--- config.mk ---
export PLATFORM = sky130hd
export DESIGN_NAME = apb_mem_decoder
export DESIGN_NICKNAME = d
export VERILOG_FILES = /design/src/mem_types_pkg.sv /design/src/apb_mem_decoder.sv
export SDC_FILE = /design/constraint.sdc
export NUM_CORES = 1
export LEC_CHECK = 0
export BUFFER_PORTS_ARGS = -buffer_cell sky130_fd_sc_hd__buf_2
export CAP_MARGIN = 0
export CORE_AREA = 3 3 51 53
export CTS_CLUSTER_SIZE = 14
export DETAILED_ROUTE_END_ITERATION = 10
export DIE_AREA = 0 0 54 56
export MAX_ROUTING_LAYER = met4
export PLACE_DENSITY = 0.87
export SLEW_MARGIN = 20
export SYNTH_ARGS = -nofsm -noshare
export SYNTH_HDL_FRONTEND = slang
export SYNTH_SLANG_ARGS = --single-unit
--- constraint.sdc ---
create_clock -name i_clock -period 1.7 [get_ports i_clock]
set_input_delay 0.085 -clock i_clock [delete_from_list [all_inputs] [get_ports i_clock]]
set_output_delay 0.085 -clock i_clock [all_outputs]
set_load 0.1 [all_outputs]
--- src/mem_types_pkg.sv ---
`default_nettype none

package mem_types_pkg;

    // Memory geometry, fixed by the RV32 access rules
    localparam int LANES     = 4;    // Byte lanes per word
    localparam int MEM_WORDS = 256;  // 1 KiB of data RAM
    localparam int WORD_AW   = 8;    // Word index width

    typedef logic [31:0] data_t;       // One data word
    typedef logic [31:0] data_addr_t;  // Byte address
    typedef logic [LANES-1:0] byte_en_t;

    // Access size from the core
    typedef enum logic [1:0] {
        ACCESS_BYTE = 2'b00,
        ACCESS_HALF = 2'b01,
        ACCESS_WORD = 2'b10
    } data_access_e;

    // APB master phases
    typedef enum logic [1:0] {
        APB_IDLE   = 2'b00,
        APB_SETUP  = 2'b01,
        APB_ACCESS = 2'b10
    } apb_state_e;

endpackage

`default_nettype wire

--- src/apb_mem_decoder.sv ---
`timescale 1ns/10ps
`default_nettype none

module apb_mem_decoder (
    input  logic                              i_clock,
    input  logic                              i_arst_n,
    input  logic                              i_psel,
    input  logic                              i_penable,
    input  logic                              i_pwrite,
    input  mem_types_pkg::data_addr_t         i_paddr,
    input  mem_types_pkg::data_t              i_pwdata,
    input  mem_types_pkg::byte_en_t           i_pstrb,
    output logic [mem_types_pkg::LANES-1:0]   o_lane_en,
    output logic [mem_types_pkg::LANES-1:0]   o_lane_we,
    output logic [mem_types_pkg::WORD_AW-1:0] o_lane_addr,     // Shared word index
    output mem_types_pkg::data_t              o_lane_wdata,    // One byte per lane
    output logic                              o_access_first,
    output logic                              o_range_err
);
    import mem_types_pkg::*;

    logic access_seen;   // ACCESS already served this transfer
    logic out_of_range;  // Address beyond the 1 KiB window

    always_ff @(posedge i_clock or negedge i_arst_n) begin
        if (!i_arst_n) begin
            access_seen <= 1'b0;
        end else begin
            access_seen <= i_psel & i_penable;
        end
    end

    assign o_access_first = i_psel & i_penable & ~access_seen;

    // paddr comes from the bridge register, so the flag is clean
    assign out_of_range = |(i_paddr >> (WORD_AW + 2));
    assign o_range_err  = o_access_first & out_of_range;

    always_comb begin
        for (int i = 0; i < LANES; i++) begin
            o_lane_en[i] = o_access_first & ~out_of_range & (~i_pwrite | i_pstrb[i]);
            o_lane_we[i] = o_access_first & ~out_of_range & i_pwrite & i_pstrb[i];
        end
    end

    assign o_lane_addr  = i_paddr[WORD_AW+1:2];
    assign o_lane_wdata = i_pwdata;

endmodule

`default_nettype wire

==> summary by stage, run 1 <==
Outcome
The flow did not finish. The stage at which the run stopped is 5_2_route. The first error in the log reads "[ERROR DRT-0255] Maze Route cannot find path of net i_pwdata[25] in worker of routeBox ( 0 0 ) ( 54000 48300 )".

Place
Routability-driven placement finished with a final weighted congestion of 0.743. The post-detailed-placement half-perimeter wirelength is ~1.4 mm. The number of buffers added on ports is 40.

Die
In this run the core area contains 17 standard-cell rows. The initial utilization of the core area, before any placement, comes to 0.238. From bottom edge to top edge, the die measures 56 um. The number of top-level design ports is 123.

The die outline width is 54 um.

Yosys
Synthesis produced a netlist whose cell count is a little under 70. The share of the synthesized area in compound gates (AO/OA/AOI/OAI) came to 0.101. The number of nets in the synthesized netlist is 142. The fraction of synthesized area in multiplexers is 0. In this run, distinct cell masters in the synthesized netlist total 13.

Of the synthesized area, sequential elements account for 0.0481. The flop and latch count out of synthesis is 1. The post-synthesis cell area is 520 sq um. Of the total synthesized cell area, the portion taken by AND, OR, NAND and NOR gates is 0.238. Averaged over all synthesized cells, the footprint is 7.54 sq um. Of the total synthesized cell area, the portion taken by full adders, half adders and majority gates is 0.

During synthesis, Yosys emitted a total of 0 warnings. Of the total synthesized cell area, the portion taken by XOR and XNOR cells is 0. The dominant combinational cell family by area after synthesis is buffers and inverters.

Global routing
The largest net degree at the start of global routing is 10. In the global route stage, overall resource usage came out at 0.0957. After global routing the overflow that remains totals 0.

The first global-routing pass estimated 2.22 mm of wire. The via count of the first global-routing pass is 498. The initial antenna violation count is 0.

Clock network
Post-CTS timing repair inserted 0 buffers for setup. Post-CTS repair changed the size of 0 cells.
stage by stage:
stage	instance area (sq um)	setup WS, ns	util	instances	hold WS, ns
after floorplan	657	-0.681	-	69	-0.211
after detailed placement	777	0.144	0.355	100	-0.137
after global placement	777	0.187	0.355	100	-0.137
after global routing	787	0.0798	0.359	101	0.170
after CTS	787	0.133	0.359	101	0.171
repair_timing:
| action | 4_1_cts | 5_1_grt |
|---|---|---|
| hold buffers | 1 | 0 |
| hold endpoints to repair | 1 | 0 |
| setup endpoints to repair | 0 | 0 |
synthesized netlist by cell type:
cell | n | area share
sky130_fd_sc_hd__a2111oi_1 | 3 | 0.058
sky130_fd_sc_hd__a2111oi_2 | 1 | 0.029
sky130_fd_sc_hd__and2_1 | 1 | 0.012
sky130_fd_sc_hd__buf_4 | 40 | 0.58
sky130_fd_sc_hd__dfrtp_1 | 1 | 0.048
sky130_fd_sc_hd__inv_1 | 5 | 0.036
sky130_fd_sc_hd__nand2_1 | 5 | 0.036
sky130_fd_sc_hd__nand3b_1 | 1 | 0.014
sky130_fd_sc_hd__nand4_2 | 1 | 0.024
sky130_fd_sc_hd__nor2_1 | 1 | 0.0072
sky130_fd_sc_hd__nor4_1 | 6 | 0.072
sky130_fd_sc_hd__nor4_2 | 3 | 0.072
sky130_fd_sc_hd__o21a_1 | 1 | 0.014
per-layer routing:
| layer | global-route usage |
|---|---|
| met5 | - |
| met4 | 0.0356 |
| met3 | 0.0295 |
| met2 | 0.142 |
| met1 | 0.119 |
logic make-up after synthesis:
kind of cell,after synthesis
flip-flops,1
AO/OA/AOI/OAI,5
AND/OR/NAND/NOR,18
buffers and inverters,45
==> run 2: changes to the inputs <==
--- a/config.mk
+++ b/config.mk
@@ -7,12 +7,10 @@
 export LEC_CHECK = 0
 export BUFFER_PORTS_ARGS = -buffer_cell sky130_fd_sc_hd__buf_2
 export CAP_MARGIN = 0
-export CORE_AREA = 3 3 51 53
-export CTS_CLUSTER_SIZE = 14
+export CORE_AREA = 3 3 64 66
 export DETAILED_ROUTE_END_ITERATION = 10
-export DIE_AREA = 0 0 54 56
-export MAX_ROUTING_LAYER = met4
-export PLACE_DENSITY = 0.87
+export DIE_AREA = 0 0 67 69
+export PLACE_DENSITY_LB_ADDON = 0.15
 export SLEW_MARGIN = 20
 export SYNTH_ARGS = -nofsm -noshare
 export SYNTH_HDL_FRONTEND = slang
==> run 2 against run 1 <==
Net effect: the run now ends clean; synthesized cell count unchanged; global-route usage decreased by 4.4 points; area after synthesis unchanged.
==> summary by stage, run 2 <==
Detailed routing
In the final routed layout, each cell accounts on average for 10.9 um. The routed design uses 629 um of met2 wire. The total via count in the routed design is 454. The detailed router put a total of 385 um of wire on met1.

The final antenna-violating net count is 0. The via-per-instance ratio is 3.75. The remaining design rule violation count is 0. The number of optimization iterations in the first detailed-route pass is 2.

For this block, the routed nets add up to approximately 1.3 mm of wire. The routed design uses 276 um of met3 wire. The topmost layer with routed signal wires is met4. The violation count after the first detailed-routing iteration is 1.

Setup path
The critical path ends at o_lane_en[0]. The element type at the critical path start is an input port. The peak fanout along the critical path is 9.

The most critical setup path has its startpoint at i_paddr[22]. The critical path is of the input port to output pin type. The arrival time at the worst endpoint is 1.44 ns. The worst setup path is captured at an output pin. At the worst endpoint, the required time is 1.62 ns.

Yosys
The commonest cells after synthesis are sky130_fd_sc_hd__buf_4, sky130_fd_sc_hd__nor4_1, sky130_fd_sc_hd__inv_1, sky130_fd_sc_hd__nand2_1. The count of flip-flops with a built-in enable after synthesis is 0. The proportion of netlist area held by the largest area contributor is 0.577. When the netlist entered floorplanning its net count stood at 142. In the synthesized netlist, the number of instances is 69.

The post-synthesis cell area is around 520 sq um. The post-synthesis cell type with the largest combined area is sky130_fd_sc_hd__buf_4. The leading cell type by number of instances after synthesis is sky130_fd_sc_hd__buf_4. Of all flip-flops after synthesis, the portion carrying an async set or reset was 1.00. The synthesized area divided by synthesized cell count is 7.54 sq um. The flop and latch count out of synthesis is 1. For this run, the leading register cell type out of synthesis is sky130_fd_sc_hd__dfrtp_1. For this run, the register share of the synthesized area comes to 0.0481. Yosys attributes the largest share of cell area to sky130_fd_sc_hd__buf_4, sky130_fd_sc_hd__nor4_1, sky130_fd_sc_hd__nor4_2. The synthesized netlist contains 13 unique library cells. Yosys printed 0 warnings.

STA
Static timing analysis puts the maximum clock frequency at between 600 and 700 MHz. The final number of max-transition violations is 0. The number of setup violations in the final report is 0. Of the available clock period, the critical path in the final layout requires 0.898. The number of hold violations in the final report is 0. The transition at the pin with the smallest max-transition slack is roughly 0.33 ns. Setup repair after global routing left no endpoint under its margin. For the finished layout, the period the worst path requires is 1.53 ns. The final total negative setup slack is 0 ns. In this run the tightest slew margin relative to its limit is 0.780.

Finish
In the final layout, the share of cells above drive strength 1 is 0.781. The final layout contains 148 nets. More flip-flops sit in one register than any other, and that register is access_seen. Registers take 25.0 sq um. Once layout is complete, the utilization of the core stands at 0.223.

The library cell used most frequently in the layout, excluding fill and tap cells, is sky130_fd_sc_hd__buf_2. In the final layout, the multi-input gates occupy just over 300 sq um. The area growth from synthesis to layout is 56.0%. The filler-free cell count of the finished design is 121. Fill cells in the final layout number 413. The number of antenna diodes is 0. The flip-flop count of the largest register, all copies and words added is 1. The top cell types in the final layout, fill and taps aside, are sky130_fd_sc_hd__buf_2, sky130_fd_sc_hd__buf_12, sky130_fd_sc_hd__nand2_1. In the final layout, the registers with the most flip-flops are access_seen: 1 flops.

Hold path
In this run the worst hold path is classified as input port to output pin. The hold path startpoint is i_paddr[8].

Place
Detailed placement finished with a half-perimeter wire length of around 1.2 mm. The final weighted congestion of routability-driven global placement is between 0.5 and 0.6. During placement, the flow inserted port buffers numbering 40. Including well taps, the total number of placed cells is 120.

Die
The die is 67 um wide. The die is 69 um tall. The region available for standard cell placement spans 0.00363 sq mm. Pin placement for this block handled about 120 I/O pins. The die covers 0.00462 sq mm. The initial standard-cell utilization of the core is 0.143. The number of cell rows is 22.

Global routing
The initial antenna violation count is 0. The via count of the first global-routing pass came to roughly 470. The first global-routing pass estimated 2.04 mm of wire. The aggregate global routing overflow is 0. The overall track demand over capacity in global routing is 0.0517. Entering global routing, the biggest net connects 10 pins.

Clock network
The number of gates given a new drive strength after cts is 0. The number of buffers inserted by post-CTS setup repair is 0. After clock tree synthesis, the flow added hold-fix buffers numbering 1.

Flow run
The max capacitance violation total is 0.

Pwr
In this run the power density over the cells is 161 mW/mm^2. VDD sags by at most 0.000190 V. The static leakage power is roughly 0.33 nW. The total power is roughly 0.00013 W.

Outcome
The run finished with clean final reports.
## run 2: cell counts after synthesis
No cell type changed its count.
## run 2: per-layer routing
layer / GRT usage / up-vias
met5: 0 / -
met4: 0.0225 / 0
met1: 0.0479 / 196
li1: - / 204
met2: 0.0939 / 44
met3: 0.0228 / 10
## run 2: through the flow
step | hold slack [ns] | instance area (sq um) | setup slack, ns
3_3_place_gp | -0.139 | 802 | 0.172
6_report | 0.170 | 812 | 0.173
3_5_place_dp | -0.137 | 802 | 0.136
2_1_floorplan | -0.211 | 657 | -0.681
5_1_grt | 0.170 | 812 | 0.0688
4_1_cts | 0.171 | 812 | 0.126
## run 2: kinds of logic after synthesis
| kind of cell | after synthesis | share of synthesized area |
|---|---|---|
| AOI/OAI and AO/OA | 5 | 0.101 |
| buffers and inverters | 45 | 0.613 |
| DFF | 1 | 0.0481 |
| and+or+nand+nor | 18 | 0.238 |
## run 2: worst min path at each step
stage | to | cells after the start | slack (ns)
2_1_floorplan | access_seen | 0 | -0.21
3_3_place_gp | access_seen | 1 | -0.14
3_5_place_dp | access_seen | 1 | -0.14
4_1_cts | o_lane_addr[0] | 0 | 0.17
5_1_grt | o_lane_wdata[3] | 0 | 0.17
6_report | o_lane_addr[6] | 0 | 0.17
## run 2: area by class of cell
| type | count | area share |
|---|---|---|
| Timing Repair Buffer | 44 | 0.487 |
| Tap cell | 48 | 0.0740 |
| Sequential cell | 1 | 0.0308 |
| Multi-Input combinational cell | 23 | 0.381 |
| Inverter | 5 | 0.0277 |
## run 2: where the power goes
part           internal [W]  switching (W)  total (W)
Clock                     0              0          0
Combinational     0.0000455      0.0000596   0.000105
Sequential        0.0000254    0.000000153  0.0000256
Total             0.0000709      0.0000598   0.000131
## run 2: worst max-delay path, stage by stage
cell	delay (ns)
sky130_fd_sc_hd__buf_2	0.10
sky130_fd_sc_hd__nor4_2	0.29
sky130_fd_sc_hd__nand4_2	0.16
sky130_fd_sc_hd__buf_12	0.19
sky130_fd_sc_hd__a2111oi_4	0.38
sky130_fd_sc_hd__buf_12	0.22
No activity file was read; power rests on OpenSTA's default activity.
==> run 3: changes to the inputs <==
--- a/config.mk
+++ b/config.mk
@@ -11,6 +11,7 @@
 export DETAILED_ROUTE_END_ITERATION = 10
 export DIE_AREA = 0 0 67 69
 export PLACE_DENSITY_LB_ADDON = 0.15
+export SKIP_LAST_GASP = 1
 export SLEW_MARGIN = 20
 export SYNTH_ARGS = -nofsm -noshare
 export SYNTH_HDL_FRONTEND = slang
==> constraint.sdc (replaced) <==
create_clock -name i_clock -period 1.7 [get_ports i_clock]
set_input_delay 0.34 -clock i_clock [delete_from_list [all_inputs] [get_ports i_clock]]
set_output_delay 0.34 -clock i_clock [all_outputs]
set_load 0.1 [all_outputs]
==> run 3 against run 2 <==
Net effect: the flow now finishes with violations (negative setup slack); via count rose by 0.88%; global-route usage grew 1.0 points; final cell count is 1.7% higher; combinational power is 13% higher; first-iteration DRC count stayed put; critical endpoint is now o_lane_en[2].
==> summary by stage, run 3 (synthesis gave the netlist of run 2 again) <==
STA
The number of hold violations in the final report was 0. Headroom to the max-slew limit came out at 0.786. Setup repair after global routing could not meet its margin everywhere. The ratio of final minimum period to clock period is 1.15.

The number of setup violations in the final report is 9. For the pin with the worst max-slew slack, the measured transition is around 0.32 ns. The maximum frequency from static timing analysis is a little over 500 MHz.

The worst path setup slack after routing is -0.263 ns. The final number of max-transition violations is 0. The minimum clock period is 1.96 ns.

Finish
The flip-flop count of the largest register, all copies and words added was 1. In the final layout, the registers with the most flip-flops are access_seen: 1 flops. In the final design database the tool counted 150 nets.

From synthesis to final layout, the design area changed by 69.7%. Leaving out fill and tap cells, the most frequent cells in the layout are sky130_fd_sc_hd__buf_2, sky130_fd_sc_hd__buf_12, sky130_fd_sc_hd__nor4_4. Leaving out fill and tap cells, the most frequent cell in the layout is sky130_fd_sc_hd__buf_2.

The filler-free cell count of the finished design is 123. The register ranked first by flip-flop count is access_seen. The number of antenna diodes is 0.

Of the cells placed in the final design, the portion with a size suffix greater than 1 is 0.827.

Setup path
The most numerous cell type found on the critical path is sky130_fd_sc_hd__buf_12. STA classifies the critical path endpoint as an output pin. For the worst setup path, the data required time is 1.36 ns. The signal on the critical path passes through buf_2 > nor4_4 > nand4_2 > buf_12 > a2111oi_4 > buf_12. The peak fanout along the critical path is 9.

The highest cell delay on the worst timing path is 0.33 ns. The worst setup path is launched from an input port. For the worst setup path, the data arrival time is 1.62 ns.

The critical-path cell with the highest stage delay is sky130_fd_sc_hd__a2111oi_4. The startpoint-to-endpoint class of the critical path is input port to output pin.

Global routing
Summed over all layers, the global routing overflow is 0. The global-route wire length before repair is 2.39 mm. The via count of the first global-routing pass is 525.

Across every metal layer, demand over resource in global routing totals 0.0621. The initial antenna violation count is 0. Entering global routing, the biggest net connects 10 pins.

Place
The HPWL after detailed placement is 1.25 mm. The final weighted congestion of routability-driven global placement is approximately 0.63. The placed instance count is 121.

The number of buffers added on ports is 40.

Die
The area of the die is 0.00462 sq mm. The die is 67 um wide. roughly 120 I/O pins were placed. The number of cell rows is 22. The chip height is between 60 and 70 um. The placeable core region is 0.00363 sq mm. For this configuration, the core starts out at a cell density of 0.143.

Pwr
For this design the ratio of total power to cell area is 164 mW/mm^2. The maximum ir drop on the vdd rail is roughly 0.00016 V. The completed layout was analyzed and its total power is 0.000145 W. The static leakage power is 0.359 nW.

Clock network
After clock tree synthesis, the flow added hold-fix buffers numbering 0. The clock edge transition at the registers on the reported setup and hold paths is 0 ns.

Hold path
In this run the worst hold path is classified as input port to asynchronous set/reset pin.

Outcome
The checks that failed: negative setup slack. The flow ran to the end, but the final reports show violations.

Detailed routing
The wire length per cell after detailed routing is ~12 um. The via-per-instance ratio is 3.72. After detailed routing, the number of remaining DRC violations is 0. The detailed router placed 458 vias in this run.

The first TritonRoute pass finished after 3 iterations. For this block, the initial DRC count from the detailed router was 1. The final antenna-violating net count is 0. Summed over all layers, the routed wires come to 1.48 mm.

Flow run
The max capacitance violation total is 0.
[run 3: cell count changes in the layout (fill, tap and decap cells not counted)]
cell,delta
sky130_fd_sc_hd__nor4_2,-1
sky130_fd_sc_hd__nor4_1,-2
sky130_fd_sc_hd__nor4_4,+3
sky130_fd_sc_hd__buf_8,+1
sky130_fd_sc_hd__buf_4,+1
sky130_fd_sc_hd__buf_12,+1
sky130_fd_sc_hd__dlygate4sd3_1,-1
[run 3: power by group]
group | leakage [nW] | total, W | switching (W) | internal [W]
Clock | 0 | 0 | 0 | 0
Sequential | 0.0129 | 0.0000257 | 0.000000226 | 0.0000254
Combinational | 0.346 | 0.000119 | 0.0000675 | 0.0000516
Total | 0.359 | 0.000145 | 0.0000677 | 0.0000771
[run 3: cell type report]
class | count | area (sq um)
repair buffers | 46 | 428
inverters | 5 | 22.5
multi-input cells | 23 | 348
fillers | 403 | 2750
flip-flops and latches | 1 | 25.0
well taps | 48 | 60.1
[run 3: how the worst max path moves through the flow]
stage,startpoint,to,slack (ns),depth (start not counted)
5_1_grt,i_paddr[11],o_lane_en[2],-0.32,6
4_1_cts,i_paddr[10],o_lane_en[0],-0.22,6
6_report,i_paddr[22],o_lane_en[2],-0.26,6
3_5_place_dp,i_paddr[10],o_lane_en[0],-0.23,6
3_3_place_gp,i_paddr[11],o_range_err,-0.23,6
2_1_floorplan,access_seen,o_lane_en[0],-0.99,2
[run 3: routing by layer]
layer  vias to the layer above  wire, um  GRT usage
li1                        208         -          -
met1                       195       448     0.0627
met2                        43       651      0.102
met3                        12       309     0.0342
met4                         0        65     0.0293
met5                         -         0          0
[run 3: stage by stage]
step / TNS (ns) / setup slack, ns / cell area (sq um) / hold slack [ns] / utilization
6_report: -1.83 / -0.263 / 883 / 0.116 / 0.243
5_1_grt: -2.41 / -0.318 / 883 / 0.119 / 0.243
4_1_cts: -1.58 / -0.223 / 850 / 0.119 / 0.234
3_5_place_dp: -1.79 / -0.227 / 820 / 0.119 / 0.226
3_3_place_gp: -1.64 / -0.227 / 820 / 0.116 / 0.226
2_1_floorplan: -8.65 / -0.985 / 657 / 0.0444 / -
[run 3: what timing repair did]
item	in CTS	in global routing
resized for setup	5	3
setup buffers	0	2
pin swaps	1	5
endpoints found under the setup margin	9	9
[run 3: worst max-delay path: cells and delay by family]
family | cells | cell delay, ns
buffers and inverters | 3 | 0.51
AO/OA/AOI/OAI | 1 | 0.33
AND/OR/NAND/NOR | 2 | 0.43
==> run 4: changes to the inputs <==
--- a/config.mk
+++ b/config.mk
@@ -5,11 +5,11 @@
 export SDC_FILE = /design/constraint.sdc
 export NUM_CORES = 1
 export LEC_CHECK = 0
-export BUFFER_PORTS_ARGS = -buffer_cell sky130_fd_sc_hd__buf_2
 export CAP_MARGIN = 0
 export CORE_AREA = 3 3 64 66
 export DETAILED_ROUTE_END_ITERATION = 10
 export DIE_AREA = 0 0 67 69
+export DONT_BUFFER_PORTS = 1
 export PLACE_DENSITY_LB_ADDON = 0.15
 export SKIP_LAST_GASP = 1
 export SLEW_MARGIN = 20
==> run 4 against run 3 <==
Net effect: the run still ends with negative setup slack left; worst setup slack better by 0.17 ns; utilization down 5.7 points; sequential share of layout area increased by 0.86 points; highest routed layer unchanged; maximum frequency rose by 9.7%; first-iteration DRC count is 100% higher.
==> summary by stage, run 4 (synthesis gave the netlist of run 2 again) <==
Finish
The largest registers in the layout are access_seen: 1 flops. The number of nets at the end of the flow is 116. Of the cells placed in the final design, the portion with a size suffix greater than 1 is 0.659.

The register ranked first by flip-flop count is access_seen. The filler-free cell count of the finished design is 89. The flip-flop count of the largest register, all copies and words added is 1. The multi-input combinational cells in the finished layout cover a total of 342 sq um.

From synthesis to final layout, the design area changed by 30.0%. Leaving out fill and tap cells, the most frequent cell in the layout is sky130_fd_sc_hd__buf_12. Once layout is complete, the utilization of the core stands at 0.186. Across the whole layout, storage elements account for roughly 25 sq um. The repair_antennas step left the layout with diodes totalling 0. The library cells used most frequently in the layout, excluding fill and tap cells, are sky130_fd_sc_hd__buf_12, sky130_fd_sc_hd__nor4_4, sky130_fd_sc_hd__nand2_1.

Fill cells in the final layout number a little over 400.

STA
The number of setup violations in the final report is 8. Dividing the final minimum period by the clock period gives 1.05. Setup repair after global routing could not meet its margin everywhere. The final number of max-transition violations is 0.

Headroom to the max-slew limit came out at 0.784. The minimum clock period is 1.79 ns. Derived from the worst setup path, the maximum achievable clock frequency is 559 MHz. The worst hold-check slack is around 0.044 ns. The worst path setup slack after routing is -0.0896 ns.

The transition at the pin with the smallest max-transition slack is 0.324 ns. The number of hold violations in the final report was 0.

Detailed routing
Dividing the detail-routed wire length by the instance count gives between 10 and 15 um. Wires add up to 1.27 mm. For this run, the detailed router's first-pass iteration total came to 2. The remaining design rule violation count is 0.

The total via count in the routed design is 336. The detail route stage leaves a number of antenna-violating nets equal to 0. In this run, the number of DRC markers left after iteration 0 of detailed routing was 2. The via-per-instance ratio is 3.78.

Pwr
Across the VDD grid, the largest voltage drop is 0.000105 V. The fraction of power consumed by combinational cells is 0.699. The share of total power consumed by net switching is 0.469. The total power is 0.0000852 W. Of the total power, registers draw 0.301. The internal power of the cells totals 0.0000452 W.

The areal power density over the cells is 126 mW/mm^2. The share of total power dissipated in the clock network is 0. Summed over all nets, the switching power comes to between 0.00003 and 0.00004 W. The static leakage power is 0.216 nW.

Global routing
The total overflow left after global routing is 0. Entering global routing, the biggest net connects 10 pins. The first global-routing pass estimated between 1.5 and 2 mm of wire.

The initial antenna violation count is 0. The overall track demand over capacity in global routing is 0.0501. The via count of the first global-routing pass was around 400.

Setup path
The worst setup path is captured at an output pin. STA classifies the critical path startpoint as an input port. The endpoint required time on the critical path is 1.36 ns.

The arrival time at the worst endpoint is 1.45 ns. The largest individual stage delay along the critical path comes from the cell sky130_fd_sc_hd__a2111oi_4. The source of the critical timing path is i_paddr[26]. The cell that appears most often on the critical path is sky130_fd_sc_hd__buf_12. The critical path in this run is classified as input port to output pin. The signal on the critical path passes through nor4_2 > nand2_1 > buf_12 > a2111oi_4 > buf_12.

The peak fanout along the critical path is 9. The highest cell delay on the worst timing path is 0.33 ns.

Die
Measured along the y axis, the die boundary spans 69 um. The number of cell rows is 22. 123 I/O pins were placed.

The placeable core region is 0.00363 sq mm. The area of the die is 0.00462 sq mm. The die outline width is 67 um. The initial standard-cell utilization of the core is 0.143.

Place
Once placement completed, the tool counted placed cells totaling 89. The congestion estimate from routability-driven global placement came to 0.628. The number of buffers added on ports is 0.

Outcome
The final reports fail on negative setup slack. The flow ran to the end, but the final reports show violations.

Flow run
Across the run, the number of max-cap violations was 0.

Hold path
The type of the tightest min-delay check is input port to asynchronous set/reset pin.

Clock network
The clock edge transition at the registers on the reported setup and hold paths is 0 ns.
-- run 4: power groups by stage --
stage                     clock network (W)  logic (W)  registers [W]
final                                     0  0.0000595      0.0000257
after global placement                    0  0.0000579      0.0000257
after detailed placement                  0  0.0000580      0.0000257
after global routing                      0  0.0000627      0.0000258
after CTS                                 0  0.0000582      0.0000257
after floorplan                           0   0.000491      0.0000256
-- run 4: repair_timing --
| item | CTS | global route |
|---|---|---|
| resized for setup | 0 | 4 |
| endpoints found under the setup margin | 8 | 9 |
| buffers inserted | 0 | 0 |
| pin swaps | 0 | 2 |
| hold buffers | 0 | 0 |
-- run 4: routing by layer --
layer	track usage	vias up	wire length, um
met5	0	-	0
met4	0.0293	0	65
met3	0.0326	12	280
met2	0.0710	43	517
met1	0.0548	140	407
li1	-	141	-
-- run 4: path summary, 6_finish.rpt --
path | end | slack [ns]
max in group asynchronous | access_seen | 1.59
max | o_lane_en[1] | -0.09
min in group i_clock | access_seen | 0.47
min | access_seen | 0.04
-- run 4: cell type report --
| cell class | instances | area share |
|---|---|---|
| well taps | 48 | 0.0887 |
| inverters | 5 | 0.0333 |
| multi-input cells | 23 | 0.505 |
| flip-flops and latches | 1 | 0.0370 |
| repair buffers | 12 | 0.336 |
-- run 4: worst max-delay path: cells and delay by family --
kind / cells / cell delay (ns)
AND/OR/NAND/NOR: 2 / 0.37
buffers and inverters: 2 / 0.39
AO/OA/AOI/OAI: 1 / 0.33
-- run 4: stage by stage --
step / TNS (ns) / setup slack (ns) / area [sq um]
6_report: -0.363 / -0.0896 / 677
3_3_place_gp: -0.463 / -0.0932 / 644
3_5_place_dp: -0.575 / -0.110 / 644
2_1_floorplan: -8.65 / -0.985 / 657
4_1_cts: -0.601 / -0.115 / 644
5_1_grt: -1.07 / -0.174 / 677
